===== src/verilog/bus_pkg.sv =====
package bus_pkg;

    ////////////////////
    // Bus types

    // One cycle on the shared Z80 bus
    typedef struct packed {
        logic [15:0] addr;
        logic [7:0]  wdata;
        logic        rd_n;
        logic        wr_n;
        logic        mreq_n;
        logic        iorq_n;
    } bus_req_t;

    typedef struct packed {
        logic        is_io;    // IO cycle instead of memory
        logic        write;
        logic [15:0] addr;
        logic [7:0]  wdata;
    } host_cmd_t;

    typedef struct packed {
        logic       ro;        // Writes blocked
        logic       overlay;   // System RAM at $3800-$3FFF
        logic [5:0] page;
    } bank_fields_t;

    // Bank register, raw byte on the IO side, fields on the mapping side
    typedef union packed {
        logic [7:0]   raw;
        bank_fields_t f;
    } bank_reg_u;

    typedef struct packed {
        logic rom;
        logic ram;
        logic sysram;
        logic io_internal;
    } mem_sel_t;

    ////////////////////
    // IO ports

    localparam logic [7:0] io_bank0    = 8'hF0;
    localparam logic [7:0] io_bank1    = 8'hF1;
    localparam logic [7:0] io_bank2    = 8'hF2;
    localparam logic [7:0] io_bank3    = 8'hF3;
    localparam logic [7:0] io_cassette = 8'hFC;
    localparam logic [7:0] io_sys      = 8'hFD;  // R: vblank, W: CP/M remap
    localparam logic [7:0] io_printer  = 8'hFE;
    localparam logic [7:0] io_keyb     = 8'hFF;  // R: keyboard, W: scramble

    // Index 0 is bank 0: page 0 with overlay and RO, then pages 33, 34, 19
    localparam bank_reg_u [3:0] bank_reset = {8'h13, 8'h22, 8'h21, 8'hC0};

    localparam bus_req_t bus_idle = '{
        addr:   16'h0000,
        wdata:  8'h00,
        rd_n:   1'b1,
        wr_n:   1'b1,
        mreq_n: 1'b1,
        iorq_n: 1'b1
    };

endpackage

===== src/verilog/aq_bus_top.sv =====
module aq_bus_top import bus_pkg::*; #(
    parameter int SYNC_STAGES        = 3,
    parameter int HOST_STROBE_CYCLES = 6
) (
    input  logic        sysclk,
    input  logic        reset,
    input  bus_req_t    cpu_bus,
    input  logic        busack_n,
    input  logic        host_req,
    input  host_cmd_t   host_cmd,
    input  logic [63:0] keys,
    input  logic        cassette_in,
    input  logic        printer_in,
    input  logic        vblank,
    output logic [7:0]  cpu_rdata,
    output logic        cpu_rdata_oe,
    output logic        busreq_n,
    output logic        rom_ce_n,
    output logic        ram_ce_n,
    output logic [4:0]  bank_addr,
    output logic        host_ack,
    output logic [7:0]  host_rdata,
    output logic        cassette_out,
    output logic        printer_out,
    output logic        cpm_remap
);

    bus_req_t        host_bus;
    bus_req_t        sys_bus;
    logic            bus_want;
    logic            grant;
    logic            bus_write;
    logic [7:0]      wrdata;
    logic [7:0]      rd_data;
    bank_reg_u [3:0] banks;
    mem_sel_t        mem_sel;

    ////////////////////
    // Bus owners

    host_master #(
        .HOST_STROBE_CYCLES(HOST_STROBE_CYCLES)
    ) host_master_i (
        .sysclk    (sysclk),
        .reset     (reset),
        .host_req  (host_req),
        .host_cmd  (host_cmd),
        .grant     (grant),
        .rd_data   (rd_data),
        .host_ack  (host_ack),
        .host_rdata(host_rdata),
        .bus_want  (bus_want),
        .host_bus  (host_bus)
    );

    bus_arbiter bus_arbiter_i (
        .sysclk  (sysclk),
        .reset   (reset),
        .bus_want(bus_want),
        .busack_n(busack_n),
        .cpu_bus (cpu_bus),
        .host_bus(host_bus),
        .grant   (grant),
        .busreq_n(busreq_n),
        .sys_bus (sys_bus)
    );

    ////////////////////
    // Decode and registers

    bus_strobe_sync #(
        .SYNC_STAGES(SYNC_STAGES)
    ) bus_strobe_sync_i (
        .sysclk   (sysclk),
        .reset    (reset),
        .sys_bus  (sys_bus),
        .bus_read (),               // No read side effects left
        .bus_write(bus_write),
        .wrdata   (wrdata)
    );

    mem_mapper mem_mapper_i (
        .sys_bus  (sys_bus),
        .banks    (banks),
        .mem_sel  (mem_sel),
        .rom_ce_n (rom_ce_n),
        .ram_ce_n (ram_ce_n),
        .bank_addr(bank_addr)
    );

    io_regs io_regs_i (
        .sysclk      (sysclk),
        .reset       (reset),
        .sys_bus     (sys_bus),
        .bus_write   (bus_write),
        .wrdata      (wrdata),
        .keys        (keys),
        .cassette_in (cassette_in),
        .printer_in  (printer_in),
        .vblank      (vblank),
        .banks       (banks),
        .rd_data     (rd_data),
        .cassette_out(cassette_out),
        .printer_out (printer_out),
        .cpm_remap   (cpm_remap)
    );

    // Data bus driven only for internal IO reads
    assign cpu_rdata    = rd_data;
    assign cpu_rdata_oe = !sys_bus.rd_n && mem_sel.io_internal;

endmodule


===== src/verilog/bus_arbiter.sv =====
module bus_arbiter import bus_pkg::*; (
    input  logic     sysclk,
    input  logic     reset,
    input  logic     bus_want,
    input  logic     busack_n,
    input  bus_req_t cpu_bus,
    input  bus_req_t host_bus,
    output logic     grant,
    output logic     busreq_n,
    output bus_req_t sys_bus
);

    logic grant_d1;

    always_ff @(posedge sysclk or posedge reset) begin
        if (reset) begin
            busreq_n <= 1'b1;
            grant    <= 1'b0;
            grant_d1 <= 1'b0;
        end else begin
            busreq_n <= !bus_want;
            grant    <= bus_want && !busack_n;  // CPU has let go of the bus
            grant_d1 <= grant;
        end
    end

    // Idle for one cycle on every change of owner
    always_comb begin
        if (grant != grant_d1)
            sys_bus = bus_idle;
        else if (grant)
            sys_bus = host_bus;
        else
            sys_bus = cpu_bus;
    end

    // CPU must stay off the bus while it acknowledges
    assert property (@(posedge sysclk) disable iff (reset)
        grant |-> cpu_bus.rd_n && cpu_bus.wr_n && cpu_bus.mreq_n && cpu_bus.iorq_n)
        else $error("CPU strobe while host owns the bus");

endmodule


===== src/verilog/host_master.sv =====
module host_master import bus_pkg::*; #(
    parameter int HOST_STROBE_CYCLES = 6
) (
    input  logic       sysclk,
    input  logic       reset,
    input  logic       host_req,
    input  host_cmd_t  host_cmd,
    input  logic       grant,
    input  logic [7:0] rd_data,
    output logic       host_ack,
    output logic [7:0] host_rdata,
    output logic       bus_want,
    output bus_req_t   host_bus
);

    localparam int cnt_w = $clog2(HOST_STROBE_CYCLES + 1);

    typedef enum logic [2:0] {
        s_idle,
        s_want,         // Waiting for the grant
        s_strobe,
        s_done,         // Strobes released
        s_release       // Ack high until req drops
    } state_t;

    state_t           state;
    logic [cnt_w-1:0] strobe_cnt;
    logic             strobe_last;
    logic             strobing;

    assign strobe_last = strobe_cnt == cnt_w'(HOST_STROBE_CYCLES - 1);

    always_ff @(posedge sysclk or posedge reset) begin
        if (reset) begin
            state      <= s_idle;
            strobe_cnt <= '0;
        end else begin
            case (state)
                s_idle: if (host_req) state <= s_want;
                s_want: begin
                    if (grant) begin
                        state      <= s_strobe;
                        strobe_cnt <= '0;
                    end
                end
                s_strobe: begin
                    if (strobe_last)
                        state <= s_done;
                    else
                        strobe_cnt <= strobe_cnt + 1'b1;
                end
                s_done:    state <= s_release;
                s_release: if (!host_req) state <= s_idle;
                default:   state <= s_idle;
            endcase
        end
    end

    // Sample in the last strobe cycle
    always_ff @(posedge sysclk) begin
        if (state == s_strobe && strobe_last && !host_cmd.write)
            host_rdata <= rd_data;
    end

    assign bus_want = state inside {s_want, s_strobe, s_done};
    assign host_ack = state == s_release;
    assign strobing = state == s_strobe;

    assign host_bus.addr   = host_cmd.addr;
    assign host_bus.wdata  = host_cmd.wdata;
    assign host_bus.rd_n   = !(strobing && !host_cmd.write);
    assign host_bus.wr_n   = !(strobing && host_cmd.write);
    assign host_bus.mreq_n = !(strobing && !host_cmd.is_io);
    assign host_bus.iorq_n = !(strobing && host_cmd.is_io);

    // Host side of the handshake keeps the command until acked
    assert property (@(posedge sysclk) disable iff (reset)
        host_req && !host_ack |=> !host_req || $stable(host_cmd))
        else $error("host_cmd changed during a pending request");

endmodule


===== src/verilog/io_regs.sv =====
module io_regs import bus_pkg::*; (
    input  logic            sysclk,
    input  logic            reset,
    input  bus_req_t        sys_bus,
    input  logic            bus_write,
    input  logic [7:0]      wrdata,
    input  logic [63:0]     keys,
    input  logic            cassette_in,
    input  logic            printer_in,
    input  logic            vblank,
    output bank_reg_u [3:0] banks,
    output logic [7:0]      rd_data,
    output logic            cassette_out,
    output logic            printer_out,
    output logic            cpm_remap
);

    logic [7:0] port;
    logic       io_write;
    logic [7:0] keyb_data;

    assign port     = sys_bus.addr[7:0];
    assign io_write = bus_write && !sys_bus.iorq_n;

    ////////////////////
    // Register writes

    always_ff @(posedge sysclk or posedge reset) begin
        if (reset) begin
            banks          <= bank_reset;
            cassette_out   <= 1'b0;
            printer_out    <= 1'b0;
            cpm_remap      <= 1'b0;
        end else if (io_write) begin
            case (port)
                io_bank0, io_bank1, io_bank2, io_bank3: begin
                    banks[port[1:0]].raw <= wrdata;
                end
                io_cassette: cassette_out   <= wrdata[0];
                io_sys:      cpm_remap      <= wrdata[0];
                io_printer:  printer_out    <= wrdata[0];
                default: ;  // Scramble write at $FF goes nowhere without a cartridge
            endcase
        end
    end

    ////////////////////
    // Keyboard matrix

    // AND of the rows whose address line is low
    always_comb begin
        keyb_data = 8'hFF;
        for (int row = 0; row < 8; row++) begin
            if (!sys_bus.addr[8 + row])
                keyb_data &= keys[row * 8 +: 8];
        end
    end

    ////////////////////
    // Read data

    always_comb begin
        rd_data = 8'h00;
        if (!sys_bus.iorq_n) begin
            case (port)
                io_bank0, io_bank1, io_bank2, io_bank3: begin
                    rd_data = banks[port[1:0]].raw;
                end
                io_cassette: rd_data = {7'b0, cassette_in};
                io_sys:      rd_data = {7'b0, !vblank};    // High outside vblank
                io_printer:  rd_data = {7'b0, printer_in};
                io_keyb:     rd_data = keyb_data;
                default:     rd_data = 8'h00;
            endcase
        end
    end

endmodule


===== src/verilog/mem_mapper.sv =====
module mem_mapper import bus_pkg::*; (
    input  bus_req_t        sys_bus,
    input  bank_reg_u [3:0] banks,
    output mem_sel_t        mem_sel,
    output logic            rom_ce_n,
    output logic            ram_ce_n,
    output logic [4:0]      bank_addr
);

    bank_reg_u sel_bank;
    logic      io_known;
    logic      write_blocked;
    logic      allow_mem;

    assign sel_bank = banks[sys_bus.addr[15:14]];   // 16KB windows

    ////////////////////
    // Decode

    assign io_known = sys_bus.addr[7:0] inside {
        io_bank0, io_bank1, io_bank2, io_bank3,
        io_cassette, io_sys, io_printer, io_keyb
    };

    assign mem_sel.io_internal = !sys_bus.iorq_n && io_known;

    // $3800-$3FFF of the window when overlay is on
    assign mem_sel.sysram = !sys_bus.mreq_n && sel_bank.f.overlay &&
                            sys_bus.addr[13:11] == 3'b111;

    assign write_blocked = !sys_bus.wr_n && sel_bank.f.ro;

    assign allow_mem = !sys_bus.mreq_n && !mem_sel.io_internal &&
                       !mem_sel.sysram && !write_blocked;

    assign mem_sel.rom = allow_mem && sel_bank.f.page[5:4] == 2'b00;        // Page 0-15
    assign mem_sel.ram = (allow_mem && sel_bank.f.page[5]) || mem_sel.sysram; // Page 32-63

    ////////////////////
    // Outputs

    assign rom_ce_n  = !mem_sel.rom;
    assign ram_ce_n  = !mem_sel.ram;
    assign bank_addr = mem_sel.sysram ? 5'd0 : sel_bank.f.page[4:0];   // System RAM is page 32

endmodule


===== src/verilog/bus_strobe_sync.sv =====
module bus_strobe_sync import bus_pkg::*; #(
    parameter int SYNC_STAGES = 3
) (
    input  logic       sysclk,
    input  logic       reset,
    input  bus_req_t   sys_bus,
    output logic       bus_read,
    output logic       bus_write,
    output logic [7:0] wrdata
);

    logic [SYNC_STAGES-1:0] rd_n_sr;
    logic [SYNC_STAGES-1:0] wr_n_sr;

    // Strobe history, idle high
    always_ff @(posedge sysclk or posedge reset) begin
        if (reset) begin
            rd_n_sr <= '1;
            wr_n_sr <= '1;
        end else begin
            rd_n_sr <= {rd_n_sr[SYNC_STAGES-2:0], sys_bus.rd_n};
            wr_n_sr <= {wr_n_sr[SYNC_STAGES-2:0], sys_bus.wr_n};
        end
    end

    // Falling edge seen between the last two stages
    assign bus_read  = rd_n_sr[SYNC_STAGES-1] && !rd_n_sr[SYNC_STAGES-2];
    assign bus_write = wr_n_sr[SYNC_STAGES-1] && !wr_n_sr[SYNC_STAGES-2];

    always_ff @(posedge sysclk) begin
        if (!sys_bus.wr_n)
            wrdata <= sys_bus.wdata;    // Stable by the time bus_write fires
    end

    // Bus owners never overlap rd and wr, so neither may the pulses
    assert property (@(posedge sysclk) disable iff (reset) !(bus_read && bus_write))
        else $error("bus_read and bus_write pulsed together");

endmodule


===== config.mk =====
export PLATFORM = sky130hd
export DESIGN_NAME = aq_bus_top
export DESIGN_NICKNAME = d
export VERILOG_FILES = /design/src/verilog/bus_pkg.sv /design/src/verilog/aq_bus_top.sv /design/src/verilog/bus_arbiter.sv /design/src/verilog/host_master.sv /design/src/verilog/io_regs.sv /design/src/verilog/mem_mapper.sv /design/src/verilog/bus_strobe_sync.sv
export SDC_FILE = /design/constraint.sdc
export NUM_CORES = 1
export LEC_CHECK = 0
export ABC_AREA = 1
export BUFFER_PORTS_ARGS = -buffer_cell sky130_fd_sc_hd__buf_2
export CORE_MARGIN = 4
export CORE_UTILIZATION = 39
export CTS_CLUSTER_DIAMETER = 30
export DETAILED_ROUTE_END_ITERATION = 10
export PLACE_DENSITY = 0.68
export SLEW_MARGIN = 0
export SYNTH_ARGS = -nofsm -noshare
export SYNTH_HDL_FRONTEND = slang
export SYNTH_SLANG_ARGS = --single-unit

===== constraint.sdc =====
create_clock -name sysclk -period 4.2 [get_ports sysclk]
set_input_delay 0.63 -clock sysclk [delete_from_list [all_inputs] [get_ports sysclk]]
set_output_delay 0.63 -clock sysclk [all_outputs]
set_load 0.05 [all_outputs]

# Yosys cells after proc, flatten, opt, wreduce, memory -nomap -nowiden
# Cells that the tools add are included.
# Widths: inputs -> output; s select.
[classes] n_addsub=1 order_cmp=3 n_eq_ne=20 muxes=28 bitwise=7 reduce_logical=52
[op_table] cell="$mux 8" count=12
[op_table] cell="$eq 8x8->1 const B" count=8
[op_table] cell="$and 8x8->8" count=7
[op_table] cell="$mux 28" count=2
[op_table] cell="$pmux 8 s5" count=1
[op_table] cell="$bmux 8 s2" count=2
[op_table] cell="$bwmux 32" count=1
[op_table] cell="$logic_and 1x1->1" count=20
[op_table] cell="$logic_not 1->1" count=19
[op_table] cell="$mux 3" count=6
[op_table] cell="$demux 8 s2" count=1
[op_table] cell="$pmux 3 s5" count=1
[op_table] cell="$eq 3x3->1 const B" count=3
[op_table] cell="$reduce_and 2->1" count=4
[op_table] cell="$reduce_bool 8->1" count=1
[op_table] cell="$eq 3x2->1 const B" count=2
[op_table] cell="$lt 2x3->1 const B" count=2
[op_table] cell="$ne 2x2->1 const B" count=3
[op_table] cell="$pmux 3 s2" count=1
[op_table] cell="$mux 5" count=1
[op_table] cell="$ne 2x1->1 const B" count=2
[op_table] cell="$reduce_and 4->1" count=1
[op_table] cell="$reduce_or 4->1" count=1
[op_table] cell="$add 3x1->3 const B" count=1
[op_table] cell="other kinds (9)" count=9
[word_totals] reg_bits=63 inputBits=125 out_inout_bits=29 word_cells=126

# Longest topological paths before layout
[depth] word_depth=22 ltp_mapped=12 mapped_depth_nobuf=11

# Hierarchy
# From an unflattened synthesis, not the netlist that was laid out.
[hier_totals] hier_cells=649 area_unflattened_um2=4648.2
[modules_own_cells] mod="io_regs" instances=1 cells_each=331 area_each_um2=2348.5 seq_area_each_um2=887.1
[modules_own_cells] mod="host_master" instances=1 cells_each=86 area_each_um2=820.8 seq_area_each_um2=390.4
[modules_own_cells] mod="bus_arbiter" instances=1 cells_each=113 area_each_um2=578.1 seq_area_each_um2=76.3
[modules_own_cells] mod="mem_mapper" instances=1 cells_each=97 area_each_um2=465.4 seq_area_each_um2=0.0
[modules_own_cells] mod="bus_strobe_sync" instances=1 cells_each=20 area_each_um2=425.4 seq_area_each_um2=397.9
[modules_own_cells] mod="aq_bus_top" instances=1 cells_each=2 area_each_um2=10.0 seq_area_each_um2=0.0

# Worst setup path before layout
# OpenSTA, ideal clock, no wires.
[synth_timing] path_kind="reg-to-output" from="reg bus_arbiter_i.grant" to="out rom_ce_n" t_arrival_ns=2.215 required_time_ns=3.570 path_slack_ns=1.355 stages_incl_launch_ff=8 path_buffers=2 cell_sequence="dfrtp_1 > buf_4 > buf_2 > or2_2 > a21oi_1 > nand3_1 > and3_1 > nand2_1"
[synth_via] elab_chain_cells=11 word_cells_on_any_way=31 classes_between="10 x eq/ne; 4 x mux; 17 x reduce/logical"
[synth_lines] element="from (decl)" line="bus_arbiter.sv:8" source="output logic grant,"
[synth_lines] element="from (signal assigned)" line="bus_arbiter.sv:22" source="grant <= bus_want && !busack_n;"
[synth_lines] element="$mux 28 or $ne 1x1->1 (tied branches)" line="bus_arbiter.sv:31, bus_arbiter.sv:29"
[synth_lines] element="$mux 28 *" line="bus_arbiter.sv:29" source="if (grant != grant_d1)"
[synth_lines] element="$eq 8x8->1 or $bmux 8 s2 (tied branches)" line="mem_mapper.sv:20, mem_mapper.sv:15"
[synth_lines] element="$reduce_bool 8->1 or $mux 8 (tied branches)" line="mem_mapper.sv:20, mem_mapper.sv:15"
[synth_lines] element="$logic_and 1x1->1, on equally long branches" line="mem_mapper.sv:25, mem_mapper.sv:28"
[synth_lines] element="$logic_not 1->1 or $logic_and 1x1->1 (tied branches)" line="mem_mapper.sv:33, mem_mapper.sv:28"
[synth_lines] element="$logic_and 1x1->1 or $logic_not 1->1 (tied branches)" line="mem_mapper.sv:33, mem_mapper.sv:34"
[synth_lines] element="$logic_and 1x1->1" line="mem_mapper.sv:33" source="assign allow_mem = !sys_bus.mreq_n && !mem_sel.io_internal &&"
[synth_lines] element="$logic_and 1x1->1" line="mem_mapper.sv:34" source="!mem_sel.sysram && !write_blocked;"
[synth_lines] element="$logic_and 1x1->1 *" line="mem_mapper.sv:36" source="assign mem_sel.rom = allow_mem && sel_bank.f.page[5:4] == 2'b00;"
[synth_lines] element="$logic_not 1->1 *" line="mem_mapper.sv:42" source="assign rom_ce_n = !mem_sel.rom;"
[synth_lines] element="to (decl)" line="aq_bus_top.sv:18" source="output logic rom_ce_n,"
# Every way passes the cells marked *; elsewhere a longest branch is shown, timed or not. The select of a mux whose other input is x is not followed.

# Worst setup path in the final report
[layout_timing] from="reg bus_arbiter_i.grant_d1" to="out cpu_rdata[0]"
[layout_via] elab_chain_cells=19 word_cells_on_any_way=30 classes_between="9 x eq/ne; 13 x mux; 7 x bitwise; 1 x reduce/logical"
[layout_lines] element="from (decl)" line="bus_arbiter.sv:13" source="logic grant_d1;"
[layout_lines] element="from (signal assigned)" line="bus_arbiter.sv:23" source="grant_d1 <= grant;"
[layout_lines] element="$ne 1x1->1 *" line="bus_arbiter.sv:29"
[layout_lines] element="$mux 28 *" line="bus_arbiter.sv:29"
[layout_lines] element="$mux 8" line="io_regs.sv:54" source="if (!sys_bus.addr[8 + row])"
[layout_lines] element="$and 8x8->8" line="io_regs.sv:55" source="keyb_data &= keys[row * 8 +: 8];"
[layout_lines] element="$mux 8" line="io_regs.sv:54"
[layout_lines] element="$and 8x8->8" line="io_regs.sv:55"
[layout_lines] element="$mux 8" line="io_regs.sv:54"
[layout_lines] element="$and 8x8->8" line="io_regs.sv:55"
[layout_lines] element="[... 3 more ...]"
[layout_lines] element="$and 8x8->8" line="io_regs.sv:55"
[layout_lines] element="$mux 8" line="io_regs.sv:54"
[layout_lines] element="$and 8x8->8" line="io_regs.sv:55"
[layout_lines] element="$mux 8" line="io_regs.sv:54"
[layout_lines] element="$and 8x8->8" line="io_regs.sv:55"
[layout_lines] element="$mux 8" line="io_regs.sv:54"
[layout_lines] element="$pmux 8 s5" line="io_regs.sv:65" source="case (port)"
[layout_lines] element="$mux 8 *" line="io_regs.sv:64" source="if (!sys_bus.iorq_n) begin"
[layout_lines] element="to (decl)" line="aq_bus_top.sv:15" source="output logic [7:0] cpu_rdata,"
# Marked as above.

==> summary.md <==
| Metric | Value |
|---|---|
| XOR/XNOR share of the synthesized area | `0.208%` |
| GR Util met3 | `3.97%` |
| Post-synthesis compound-gate area fraction | `18.4%` |
| Worst Path Required | `3570 ps` |
| Post-synthesis cell count | `571` |
| Post-synthesis sequential area ratio | `39.8%` |
| Finish-stage setup viols | `0` |
| Syn_nets | `698` |
| DRC | `0` |
| Grt met2 use | `35.1%` |
| Vias in the first global route | `4428` |
| Largest net degree at the start of global routing | `48` |
| Share of cells above drive strength 1 | `34.0%` |
| Final wirelength | `13.9 mm` |
| Top delay family on crit path | `simple AND/OR/NAND/NOR gates` |
| Clock latency on the worst-skew pair | `340 ps` |
| Fin crit share | `88.2%` |
| ANT nets after route | `0` |
| Drt pass-1 iters | `5` |
| CP max stage cell | `dfrtp_1` |
| Warnings from Yosys | `0` |
| Initial DRC count | `419` |
| RSZ-0062 raised after global routing | `no` |
| TritonCTS clock tree | `done` |
| First-pass GRT wire length | `22.6 mm` |
| Synth Area in Adders | `0.595%` |
| CP Buf/Inv Count | `2` |
| CP dominant cell by count | `nand2_1` |
| WL/cell | `16.1 um` |
| Mux contribution to synthesized area | `0%` |
| Actual slew at the worst max-slew pin | `823 ps` |
| Setup crit start kind | `register` |
| Clk_skew | `10.1 ps` |
| Clock slew at reported path FFs | `80 ps` |
| Gr busiest metal | `met2` |
| Slowest stage delay, CP | `640 ps` |
| Ys flop type | `dfrtp_1` |
| MaxCap Viol Count | `0` |
| VDD IR max | `0.266 mV` |
| DR vias | `4446` |
| PwrDens | `520 nW/um2` |
| Largest family of logic cells by synthesized area | `simple AND/OR/NAND/NOR gates` |
| Die area | `12500 um2` |
| Post-synth ARST share | `74.6%` |
| Die W | `112 um` |
| Data arrival, critical path | `3070 ps` |
| Ant diodes | `0` |
| Final core occ | `50.5%` |
| Clock buffer depth | `2` |
| Final hold viol count | `0` |
| Flops & latches, synth | `63` |
| Post-synth cell types | `36` |
| Status | `complete, no violations` |
| Avg Cell Area, Syn | `7.37 um2` |
| Initial cell density of the core | `40.4%` |
| Hold_buf cts | `0` |
| Initial antenna violation count | `0` |
| Simple-gate portion of the synthesized area | `31.8%` |
| DP Wirelength | `11.1 mm` |
| GRT Total Usage | `22.2%` |
| GPL Wtd Cong | `0.977` |
| CTS buffer count | `9` |
| Crit-path cells | `inv_2, nand2_1, nand2_1, nor2_2, nand2_1, nor2_2, nand3_1, nand2_1, nor2_1, nor2_1, buf_2` |
| Placeable Area | `10400 um2` |
| Setup bufs post-CTS | `0` |
| Post-synth EDFFs | `16` |
| Htree depth | `3` |
| Row count | `37` |
| Routing usage on met1 | `29.9%` |
| Hold crit path type | `register to register` |
| CTS resizes | `0` |
| Leak pwr | `2.73 nW` |
| Worst setup EP type | `primary output` |
| Fin nets | `851` |
| Worst-path fanout max | `14` |
| CP Class | `register to primary output` |
| PnR worst setup slack | `497 ps` |
| Final Slew Violations | `0` |
| Setup TNS | `0 ps` |
| Grt ovf | `0` |
| Die Span Y | `112 um` |
| Total I/O pin count | `154` |
| Clk sink count | `63` |
| Via-to-Cell Ratio | `5.14` |
| F_max | `270 MHz` |
| Area overhead of the layout relative to synthesis | `24.9%` |
| Worst slack, placed | `874 ps` |
| Synth Cell Area | `4210 um2` |
| Port bufs | `153` |
| CTS Root Cell | `clkbuf_8` |
| Crit path time final | `3700 ps` |
| Slew HR | `44.9%` |
==> worst register-to-register path, delay by kind of cell, from the launching register on <==
| kind | cells | cell delay, ps |
|---|---|---|
| buf+inv | 1 | 150 |
| flops | 1 | 640 |
| simple gates | 9 | 1660 |
==> cells in the mapped netlist, drive strengths merged, types with 3 or more instances <==
library cell | instances | area (um2)
dfrtp | 34 | 851
o21ai | 77 | 505
dfstp | 13 | 342
a21oi | 22 | 110
o22ai | 8 | 50.1
edfxtp | 16 | 480
a22o | 8 | 70.1
or2 | 5 | 31.3
nor3 | 5 | 25.0
nand3b | 13 | 97.6
nand3 | 38 | 195
buf | 13 | 95.1
inv | 75 | 282
clkbuf | 3 | 11.3
nor2 | 45 | 198
nand2 | 174 | 701
nand4 | 12 | 75.1
==> worst paths after layout <==
kind	from	endpoint	slack (ps)	cells past startpoint
setup reg to reg	bus_arbiter_i.grant_d1	host_master_i.host_rdata[0]	1600	10
setup / recovery	bus_arbiter_i.grant_d1	cpu_rdata[0]	500	11
hold reg to reg	bus_strobe_sync_i.wr_n_sr[0]	bus_strobe_sync_i.wr_n_sr[1]	360	0
max in group asynchronous	reset	io_regs_i.banks[27]	3350	3
min in group asynchronous	reset	host_master_i.strobe_cnt[2]	420	3
hold / removal	bus_strobe_sync_i.wr_n_sr[0]	bus_strobe_sync_i.wr_n_sr[1]	360	0
==> metrics by stage <==
| step | total power, mW | cell area (um2) | std cells | hold slack [ps] |
|---|---|---|---|---|
| floorplan | 1.87 | 4210 | 571 | 345 |
| global placement | 2.21 | 5070 | 849 | 346 |
| detailed placement | 2.24 | 5070 | 849 | 349 |
| CTS | 2.73 | 5260 | 865 | 361 |
| global route | 2.95 | 5260 | 865 | 371 |
| finish | 2.74 | 5260 | 865 | 359 |
==> state kept, by name (all words and copies together) (netlist names) <==
signal                     flops
io_regs_i.printer_out          1
bus_arbiter_i.grant_d1         1
bus_arbiter_i.busreq_n         1
host_master_i.strobe_cnt       3
bus_strobe_sync_i.wrdata       8
io_regs_i.cpm_remap            1
io_regs_i.cassette_out         1
bus_strobe_sync_i.wr_n_sr      3
bus_arbiter_i.grant            1
io_regs_i.banks               32
host_master_i.host_rdata       8
host_master_i.state            3
==> metal layers <==
layer / wire, um / part of all wire (%)
met2: 6270 / 45
met1: 5980 / 43
met4: 329 / 2.4
met5: 0 / 0
met3: 1350 / 9.7
==> area by class of cell <==
class                      count  area (um2)
multi-input combinational    417        2150
fill                        1016        5160
sequential                    63        1670
tap                          136         170
inverter                      75         282
timing repair buffer         158         803
clock inverter                 6        43.8
clock buffer                  10         138
==> where the power goes <==
group          leakage [nW]  internal [mW]  total [mW]  switching, mW
combinational          1.89          0.405        1.41           1.01
clock                0.0892          0.233       0.489          0.257
sequential            0.754          0.744       0.832         0.0874
total                  2.73           1.38        2.74           1.35
==> cells by family (layout without fill, tap and decap cells) <==
| kind of cell | Yosys count | in the layout |
|---|---|---|
| buf+inv | 91 | 249 |
| compound gates | 120 | 120 |
| fa+ha+maj | 2 | 2 |
| simple gates | 294 | 294 |
| xor+xnor | 1 | 1 |
| flops | 63 | 63 |
==> layout by cell type, fill, tap and decap left out, types with 13 or more instances in the layout <==
cell type	netlist	routed
nor2_1	39	39
nand2_1	165	165
buf_2	7	153
dfstp_2	13	13
edfxtp_1	16	16
o21ai_2	32	32
o21ai_1	16	16
dfrtp_1	34	34
nand3b_1	13	13
inv_1	68	67
a21oi_1	22	22
o21ai_0	29	29
nand3_1	37	37
Power figures use the tool's default switching activity.
